$ cat config.mk
export PLATFORM = sky130hd
export DESIGN_NAME = read_return
export DESIGN_NICKNAME = d
export VERILOG_FILES = /design/src/common/mem_pkg.sv /design/src/mem/read_return.sv
export SDC_FILE = /design/constraint.sdc
export NUM_CORES = 1
export LEC_CHECK = 0
export ABC_AREA = 0
export BUFFER_PORTS_ARGS = -buffer_cell sky130_fd_sc_hd__buf_2
export CAP_MARGIN = 20
export CORE_MARGIN = 1.5
export CORE_UTILIZATION = 27
export CTS_CLUSTER_DIAMETER = 50
export DETAILED_ROUTE_END_ITERATION = 12
export PLACE_DENSITY = 0.89
export REMOVE_ABC_BUFFERS = 1
export SETUP_SLACK_MARGIN = 0.3
export SYNTH_ARGS = -nofsm -noshare
export SYNTH_HDL_FRONTEND = slang
export SYNTH_SLANG_ARGS = --single-unit
$ cat constraint.sdc
create_clock -name clk -period 1.1 [get_ports clk]
set_input_delay 0.055 -clock clk [delete_from_list [all_inputs] [get_ports clk]]
set_output_delay 0.055 -clock clk [all_outputs]
set_load 0.01 [all_outputs]
$ cat src/common/mem_pkg.sv
`default_nettype none

package mem_pkg;

    // data path
    localparam int DATA_W    = 32;
    localparam int STRB_W    = DATA_W / 8;

    // request address
    localparam int ADDR_W    = 32;
    localparam int BYTE_OFS  = 2;

    // word index inside one bank
    localparam int WORD_AW   = 14;
    localparam int BANK_WORDS = 2 ** WORD_AW;

    // bank field sits right above the word index
    localparam int NUM_BANKS = 2;
    localparam int BANK_AW   = 1;
    localparam int BANK_LSB  = BYTE_OFS + WORD_AW;

    // one data word
    typedef logic [DATA_W-1:0]    data_t;

    // byte lane enables, bit i covers byte lane i
    typedef logic [STRB_W-1:0]    strb_t;

    // byte address as presented by the requester
    typedef logic [ADDR_W-1:0]    addr_t;

    // word index within a bank
    typedef logic [WORD_AW-1:0]   word_addr_t;

    // bank number
    typedef logic [BANK_AW-1:0]   bank_sel_t;

    // one-hot bank select
    typedef logic [NUM_BANKS-1:0] bank_mask_t;

endpackage

`default_nettype wire

$ cat src/mem/read_return.sv
`timescale 1ns/1ps
`default_nettype none

module read_return (
    input  logic                 clk,
    input  logic                 reset,
    input  logic                 read_req,
    input  mem_pkg::bank_sel_t   read_bank,
    input  mem_pkg::data_t       bank_rdata [mem_pkg::NUM_BANKS],

    output mem_pkg::data_t       rdata
);

    import mem_pkg::*;

    // bank of the most recent read
    bank_sel_t sel_q;

    // captured at the same edge the bank loads its output
    // writes and idle cycles leave it alone
    always_ff @(posedge clk) begin
        if (reset) begin
            sel_q <= '0;
        end
        else if (read_req) begin
            sel_q <= read_bank;
        end
    end

    // return mux
    // bank output registers only change on reads, so
    // rdata stays put across writes to either bank
    assign rdata = bank_rdata[sel_q];

endmodule

`default_nettype wire

==> results.md, run 1 <==
- Run status: finished, final reports clean
- Routed length on met3: approximately 250 um
- CP max stage cell: dfxtp_4
- Pleak: ~0.66 nW
- MaxCap Viol Count: 0
- Die area: 2413 um^2
- Die width: about 49 um
- Area leader, netlist: mux2_4
- Max reg flops: 1
- Synth Warn #: 0
- Syn Std Cell Area: approximately 570 um^2
- WL final: 1.822 mm
- Synth top area cells: mux2_4 (76%), buf_12 (10%), mux2_2 (5.9%), dfxtp_1 (3.5%), buf_6 (2.0%)
- Cell Int Power: 345.7 uW
- Power share of the clock group: 0
- Clock Latency Late Sink: 0 ns
- #FFs+latches synth: 1
- Max-Slew Margin vs Limit: 0.9212
- First-pass GRT wire length: 2.442 mm
- Final period util: 0.9676
- Synth top cells by count: mux2_4 (29), buf_12 (3), mux2_2 (3)
- CP Launch Type: flop
- Share of layout cells above drive strength 1: 0.9854
- Site Rows: 16
- Hold Crit Class: primary input to flop
- Post-DRT Antenna Nets: 0
- Vias in the first global route: 625
- Fill count: between 150 and 200
- VDD IR max: about 350 uV
- Initial antenna violation count: 0
- RePlAce Congestion: about 0.70
- Layout area overhead: 91.72%
- FF+latch area: approximately 24 um^2
- Number of library cell types mapped by synthesis: 7
- # IOs: 100
- Drt first pass iters: 2
- Final Total Pwr: 519.7 uW
- CP Cell Sequence: buf_12, mux2_2, buf_2
- Starting density of the core: 0.2898
- Fin. Hold Viols: 0
- Core box area: 1982 um^2
- IO Port Bufs: between 90 and 100
- CP required: between 1 and 1.5 ns
- Fmax: ~940 MHz
- DRT iter0 DRCs: 3
- Metal2 WL: around 980 um
- DR WL/cell: 11.11 um
- Synth Instances: 39
- Final Util: 0.5556
- FFs w/ async S/R, synth: 0
- EDFF count, synth: 0
- Worst setup margin: roughly 0.036 ns
- Top-area cell type share of the netlist area: 0.7582
- Via count: slightly above 700
- CTS clk-pin slew, worst paths: 0 ns
- Multi-input gate area: between 400 and 500 um^2
- Switching part of the total: 0.3348
- Top reg by flops: sel_q
- Worst Setup End Kind: primary output
- Top layer in use: met4
- Pre-CTS setup slack: between 0.03 and 0.04 ns
- Hold-fix buffers, CTS: 0
- Layout Nets: around 210
- DRC Markers: 0
- Antenna diodes: 0
- Sequential power share: 0.084
- FF-to-FF setup slack: 0.30 ns
- Pins Over Slew Limit: 0
- Period minus WS final: around 1.1 ns
- Combinational share of power: 0.916
- Vias/cell: ~4.3
- Cell with the most instances after synthesis: mux2_4
- Die H: between 40 and 50 um
- Synth Flop Type: dfxtp_1
- Worst-Margin Slew: around 0.11 ns
- Post-synthesis sequential area ratio: 0.03486
- Biggest regs: sel_q: 1 flops
- GRT Overall Usage: 0.1191
- RSZ-0062 raised after global routing: yes
- Largest net degree at the start of global routing: 20
- Mean Syn Cell Area: 14.73 um^2
- Post-CTS Setup Bufs: 0
- Gr ovfl total: 0
- Pwr Density: 472.0 nW/um^2
- Setup Skew: 0 ns
- Metal-1 WL: about 560 um
- Final setup violation count: 0
- Worst Path Arrival: between 1 and 1.5 ns
- Sw power: roughly 170 uW
- Max incr delay on CP: ~0.37 ns
- Critical path class: flop to primary output
- Max Fanout on Critical Path: 14
critical path: cells and delay by family, from the launching register on:
family                 cells  cell delay, ns
multiplexers               1            0.33
buffers and inverters      2            0.30
flip-flops                 1            0.37
cell type report:
class | count | area share
Tap cell | 27 | 0.03068
Sequential cell | 1 | 0.02159
Timing Repair Buffer | 102 | 0.5091
Multi-Input combinational cell | 34 | 0.4386
worst paths after layout:
kind	start	cells past startpoint	endpoint
max	sel_q	3	rdata[0]
min reg2reg	sel_q	3	sel_q
max reg2reg	sel_q	3	sel_q
min	reset	2	sel_q
power groups by stage:
stage                     logic (mW)  registers (mW)  clock network, mW
after floorplan                0.225          0.0663                  0
after global placement         0.458          0.0429                  0
after detailed placement       0.471          0.0431                  0
after CTS                      0.471          0.0431                  0
after global routing           0.507          0.0439                  0
final                          0.476          0.0438                  0
logic make-up after synthesis:
group / count (synthesis) / synth area share
AND/OR/NAND/NOR: 1 / 0.006530
buffers and inverters: 4 / 0.1242
flip-flops: 1 / 0.03486
multiplexers: 33 / 0.8344
cell usage in the layout (no fill, tap or decap):
master / synthesis / routed
mux2i_1: 1 / 1
clkbuf_16: 0 / 1
mux2_2: 3 / 3
dfxtp_4: 0 / 1
buf_2: 0 / 99
nor2_1: 1 / 1
buf_12: 3 / 2
mux2_4: 29 / 29
through the flow:
step / setup TNS (ns) / hold WS, ns / area, um^2 / cells
2_1_floorplan: -22.54 / 0.1274 / 503.0 / 35
3_3_place_gp: 0 / 0.2058 / 1074 / 163
3_5_place_dp: 0 / 0.2228 / 1074 / 163
4_1_cts: 0 / 0.2233 / 1074 / 163
5_1_grt: 0 / 0.2247 / 1101 / 164
6_report: 0 / 0.2131 / 1101 / 164
layer usage:
metal / global-route usage / up-vias
met5: 0 / -
met3: 0.03374 / 4
li1: - / 342
met4: 0.03333 / 0
met1: 0.1130 / 302
met2: 0.2410 / 60
repair_timing:
| action | CTS | global route |
|---|---|---|
| cloned | 0 | 1 |
| setup endpoints to repair | 32 | 33 |
| resized for setup | 0 | 1 |
(Power assumes the default switching activity.)
==> run 2, diff against run 1 <==
--- a/config.mk
+++ b/config.mk
@@ -10,9 +10,10 @@
 export CAP_MARGIN = 20
 export CORE_MARGIN = 1.5
 export CORE_UTILIZATION = 27
+export CTS_BUF_LIST = sky130_fd_sc_hd__clkbuf_16
 export CTS_CLUSTER_DIAMETER = 50
 export DETAILED_ROUTE_END_ITERATION = 12
-export PLACE_DENSITY = 0.89
+export PLACE_DENSITY_LB_ADDON = 0.05
 export REMOVE_ABC_BUFFERS = 1
 export SETUP_SLACK_MARGIN = 0.3
 export SYNTH_ARGS = -nofsm -noshare
==> run 2 against run 1 <==
  * Via count fell by 3.5%
  * Sequential power rose by 2%
  * Worst hold slack got worse by 0.0080 ns
  * Final cell count rose by 0.61%
  * Register-to-register slack got worse by 0.02 ns
  * Design area rose by 15%
  * Die area did not move
  * Flip-flop and latch count did not move
  * Routed wire length rose by 1.9%
  * Largest cell class unchanged
  * Highest routed layer is now met3
==> results.md, run 2 (synthesis gave the netlist of run 1 again) <==
- Initial antenna violation count: 0 (unchanged)
- CP Cell Sequence: buf_12, mux2_2, buf_2
- IO Port Bufs: 99 (unchanged)
- DR WL/cell: 11.25 um (+1.2%)
- Most common cell after layout, fill and taps aside: buf_2
- Final Total Pwr: 622.0 uW (+20%)
- Antenna diodes: 0 (unchanged)
- VDD IR max: 291.6 uV (-17%)
- Pins Over Slew Limit: 0 (unchanged)
- Critical path class: flop to primary output
- DRC Markers: 0 (unchanged)
- Max reg flops: 1 (unchanged)
- Final HPWL DP: approximately 1.4 mm
- Cell Int Power: 430.2 uW (+24%)
- First-pass GRT wire length: 2.208 mm (-9.6%)
- Worst setup margin: 0.04836 ns (+0.01276 ns)
- Final setup violation count: 0 (unchanged)
- Most used cells in the layout excluding fill and tap cells: buf_2 (76), mux2_4 (29), buf_6 (23)
- Die width: 49.12 um (unchanged)
- Post-CTS Setup Bufs: 0 (unchanged)
- Die H: 49.12 um (unchanged)
- Final period util: 0.9560 (-0.01160)
- Setup Skew: 0 ns (unchanged)
- Max incr delay on CP: 0.38 ns (about the same)
- Max-Slew Margin vs Limit: 0.9215 (about the same)
- Crit path max-delay family: flip-flops
- Drt first pass iters: 4 (+2)
- CP Launch Type: flop
- MaxCap Viol Count: 0 (unchanged)
- Clock Latency Late Sink: 0 ns (unchanged)
- Fin. Hold Viols: 0 (unchanged)
- Worst Setup End Kind: primary output
- Top reg by flops: sel_q
- Hold-fix buffers, CTS: 0 (unchanged)
- Final Util: 0.6408 (+0.08523)
- Site Rows: 16 (unchanged)
- Max Fanout on Critical Path: 9 (-5)
- Hold Crit Class: primary input to flop
- Fill count: 159 (-16%)
- Layout Nets: 208 (+0.48%)
- Layout area overhead: 121.1%
- Switching part of the total: 0.3084 (-0.02636)
- RePlAce Congestion: 0.6379 (-9.3%)
- Period minus WS final: 1.052 ns (-0.01276 ns)
- Starting density of the core: 0.2898 (unchanged)
- Core box area: 1982 um^2 (unchanged)
- WL final: 1.856 mm (+1.9%)
- CTS clk-pin slew, worst paths: 0 ns (unchanged)
- Power share of the clock group: 0 (unchanged)
- Run status: finished, final reports clean
- Pwr Density: 489.8 nW/um^2 (+3.8%)
- CP required: 1.04 ns (about the same)
- RSZ-0062 raised after global routing: yes
- Final setup TNS: 0 ns (unchanged)
- Combinational share of power: 0.928 (+0.012)
- Vias in the first global route: 546 (-13%)
- Pleak: 0.7150 nW (+9.1%)
- Sw power: 191.9 uW (+10%)
- Gr ovfl total: 0 (unchanged)
- DP Cell Count: 163 (unchanged)
- Share of layout cells above drive strength 1: 0.9855 (about the same)
- Vias/cell: 4.139 (-4.1%)
- GRT Overall Usage: 0.1071 (-0.01203)
- Final std cells w/o fill: 165 (+0.61%)
- Worst-Margin Slew: 0.1145 ns (-0.0003859 ns)
- CP max stage cell: dfxtp_4
- Pre-CTS setup slack: 0.03473 ns (+0.0009940 ns)
- Largest net degree at the start of global routing: 18 (-10%)
- DRT iter0 DRCs: 2 (-1)
- Die area: 2413 um^2 (unchanged)
- Fmax: 950.9 MHz (+1.2%)
- Critical path buffers and inverters: 2 (unchanged)
- Worst Path Arrival: 1.00 ns (about the same)
- Post-DRT Antenna Nets: 0 (unchanged)
- Biggest regs: sel_q: 1 flops
- # IOs: 100 (unchanged)
- Sequential power share: 0.072 (-0.012)
- Via count: 683 (-3.5%)
[run 2: changes by cell type in the layout (fill, tap and decap cells not counted)]
cell / change
buf_2: -23
buf_6: +23
clkbuf_16: +1
[run 2: per-layer routing]
layer	global-route usage	share of wire	routed length (um)
met5	0	0	0
met4	0	0	0
met3	0.01534	0.072	133
met2	0.2207	0.59	1088
met1	0.1190	0.34	633
[run 2: what timing repair did]
| item | in CTS | in global routing |
|---|---|---|
| endpoints found under the setup margin | 32 | 33 |
| gates resized for setup | 0 | 24 |
| gates cloned | 0 | 2 |
[run 2: stage by stage]
step,hold slack [ns],area [um^2]
final,0.2051,1270
after global routing,0.2173,1270
after CTS,0.2083,1074
after detailed placement,0.2071,1074
after global placement,0.2106,1074
after floorplan,0.1274,503.0
[run 2: path summary, 6_finish.rpt]
check         from   endpoint  slack [ns]  depth (start not counted)
max          sel_q  rdata[29]        0.05                          3
min          reset      sel_q        0.21                          2
max reg2reg  sel_q      sel_q        0.28                          3
min reg2reg  sel_q      sel_q        0.74                          3
[run 2: cell type report]
class / count / area, um^2 / area share
well taps: 27 / 33.78 / 0.02660
repair buffers: 103 / 729.5 / 0.5744
multi-input cells: 34 / 483.0 / 0.3803
flip-flops and latches: 1 / 23.77 / 0.01872
[run 2: power groups by stage]
stage | clock network (mW) | registers (mW) | logic [mW]
floorplan | 0 | 0.0663 | 0.225
global placement | 0 | 0.0429 | 0.462
detailed placement | 0 | 0.0431 | 0.467
CTS | 0 | 0.0431 | 0.468
global route | 0 | 0.0452 | 0.611
finish | 0 | 0.0447 | 0.577
==> run 3, diff against run 2 <==
--- a/config.mk
+++ b/config.mk
@@ -14,7 +14,6 @@
 export CTS_CLUSTER_DIAMETER = 50
 export DETAILED_ROUTE_END_ITERATION = 12
 export PLACE_DENSITY_LB_ADDON = 0.05
-export REMOVE_ABC_BUFFERS = 1
 export SETUP_SLACK_MARGIN = 0.3
 export SYNTH_ARGS = -nofsm -noshare
 export SYNTH_HDL_FRONTEND = slang
==> run 3 against run 2 <==
  * Sequential share of layout area increased by 0.18 points
  * Combinational power down 11%
  * First-iteration DRC count did not move
  * Maximum frequency rose by 0.32%
  * Design area is 8.9% lower
  * Total power is 10% lower
  * Register-to-register slack barely moved
  * Flip-flop and latch count unchanged
  * Critical path depth is the same
  * Sequential power shrank 2%
  * Clock skew unchanged
  * Worst hold slack improved by 0.0034 ns
  * Critical path type unchanged
  * Largest cell class unchanged
  * Highest routed layer unchanged
==> results.md, run 3 (synthesis gave the netlist of run 1 again) <==
- Most common cell after layout, fill and taps aside: buf_2
- Final setup violation count: 0 (unchanged)
- VDD IR max: 274.0 uV (-6.0%)
- Initial antenna violation count: 0 (unchanged)
- CP required: 1.04 ns (about the same)
- Critical path class: flop to primary output
- Pwr Density: 483.1 nW/um^2 (-1.4%)
- Final period util: 0.9530 (-0.003067)
- First-pass GRT wire length: 3.063 mm (+39%)
- Die width: 49.12 um (unchanged)
- Core box area: 1982 um^2 (unchanged)
- # IOs: 100 (unchanged)
- Cell Int Power: 375.3 uW (-13%)
- CP max stage cell: dfxtp_4
- Final Total Pwr: 559.2 uW (-10%)
- Final instance area: 1157 um^2 (-8.9%)
- DP Cell Count: 165 (+1.2%)
- Setup Skew: 0 ns (unchanged)
- Power share of the clock group: 0 (unchanged)
- Top reg by flops: sel_q
- Antenna diodes: 0 (unchanged)
- Fill count: 165 (+3.8%)
- Worst Setup End Kind: primary output
- Vias in the first global route: 696 (+27%)
- CTS clk-pin slew, worst paths: 0 ns (unchanged)
- Critical R2R Capture: sel_q
- Setup crit end: rdata[8]
- CP Cell Sequence: buf_12, mux2_4, buf_2
- Biggest regs: sel_q: 1 flops
- Post-Syn Nets: roughly 110
- MaxCap Viol Count: 0 (unchanged)
- Final Util: 0.5840 (-0.05682)
- Clock Latency Late Sink: 0 ns (unchanged)
- Worst R2R Path Depth: 3 (unchanged)
- Pleak: 0.6727 nW (-5.9%)
- DRT iter0 DRCs: 2 (unchanged)
- Gr ovfl total: 0 (unchanged)
- Sw power: 183.9 uW (-4.1%)
- CP Launch Point: sel_q
- Run status: finished, final reports clean
- Vias/cell: 4.103 (-0.88%)
- Sequential power share: 0.079 (+0.007)
- Stages on the worst setup path: 3 (unchanged)
- FF-to-FF setup slack: 0.28 ns (about the same)
- Critical path buffers and inverters: 2 (unchanged)
- WL final: 2.014 mm (+8.5%)
- RePlAce Congestion: 0.7838 (+23%)
- Final std cells w/o fill: 165 (unchanged)
- Layout Nets: 208 (unchanged)
- Most used cells in the layout excluding fill and tap cells: buf_2 (91), mux2_4 (29), buf_6 (8)
- Post-CTS Setup Bufs: 0 (unchanged)
- Worst-Margin Slew: 0.1361 ns (+0.02161 ns)
- DR WL/cell: 12.21 um (+8.5%)
- Crit path max-delay family: flip-flops
- Die area: 2413 um^2 (unchanged)
- Period minus WS final: 1.048 ns (-0.003374 ns)
- Die H: 49.12 um (unchanged)
- IO Port Bufs: 99 (unchanged)
- RSZ-0062 raised after global routing: yes
- Layout area overhead: 101.5%
- CP Launch Type: flop
- RR Startpoint: sel_q
- Switching part of the total: 0.3289 (+0.02048)
- Starting density of the core: 0.2898 (unchanged)
- Post-DRT Antenna Nets: 0 (unchanged)
- Via count: 677 (-0.88%)
- Pins Over Slew Limit: 0 (unchanged)
- Fin. Hold Viols: 0 (unchanged)
- Max Fanout on Critical Path: 12 (+3)
- DRC Markers: 0 (unchanged)
- Placement Cell Area: 1101 um^2 (+2.6%)
- Max reg flops: 1 (unchanged)
- Hold Crit Class: primary input to flop
- Site Rows: 16 (unchanged)
- Worst Path Arrival: 0.99 ns (about the same)
- Fmax: 954.0 MHz (+0.32%)
- Share of layout cells above drive strength 1: 0.9928 (+0.007246)
- Final setup TNS: 0 ns (unchanged)
- Combinational share of power: 0.921 (-0.007)
- Max incr delay on CP: 0.38 ns (about the same)
- GRT Overall Usage: 0.1558 (+0.04872)
- Drt first pass iters: 4 (unchanged)
- Max-Slew Margin vs Limit: 0.9074 (-0.01402)
- Largest net degree at the start of global routing: 13 (-5)
## run 3: layer usage
layer	up-vias	GRT usage	share of wire
met5	-	0	0
met4	0	0.009524	0
li1	344	-	-
met2	44	0.3018	0.54
met3	0	0.03374	0.097
met1	289	0.1784	0.36
## run 3: worst min-delay path by stage
| stage | startpoint | end | slack [ns] | cells past startpoint |
|---|---|---|---|---|
| 3_3_place_gp | reset | sel_q | 0.21 | 2 |
| 6_report | reset | sel_q | 0.21 | 2 |
| 4_1_cts | reset | sel_q | 0.21 | 2 |
| 3_5_place_dp | reset | sel_q | 0.22 | 2 |
| 5_1_grt | reset | sel_q | 0.23 | 2 |
| 2_1_floorplan | reset | sel_q | 0.12 | 1 |
## run 3: what timing repair did
action                     4_1_cts  5_1_grt
setup endpoints to repair       33       33
gates resized for setup          9        1
hold buffers                     0        0
## run 3: power groups by stage
stage | clock (mW) | sequential (mW) | combinational [mW]
after floorplan | 0 | 0.0404 | 0.277
after global placement | 0 | 0.0451 | 0.478
after detailed placement | 0 | 0.0454 | 0.483
after CTS | 0 | 0.0442 | 0.516
after global routing | 0 | 0.0443 | 0.550
final | 0 | 0.0440 | 0.515
## run 3: area by class of cell
class / instances / area (um^2) / area share
timing repair buffer: 103 / 613.1 / 0.5297
multi-input combinational: 34 / 486.7 / 0.4205
tap: 27 / 33.78 / 0.02919
sequential: 1 / 23.77 / 0.02054
## run 3: metrics by stage
stage / hold WS [ns] / setup slack (ns)
floorplan: 0.1200 / 0.1630
finish: 0.2085 / 0.05173
detailed placement: 0.2164 / 0.01240
global placement: 0.2145 / 0.02857
global route: 0.2309 / 0.03394
CTS: 0.2140 / 0.05351
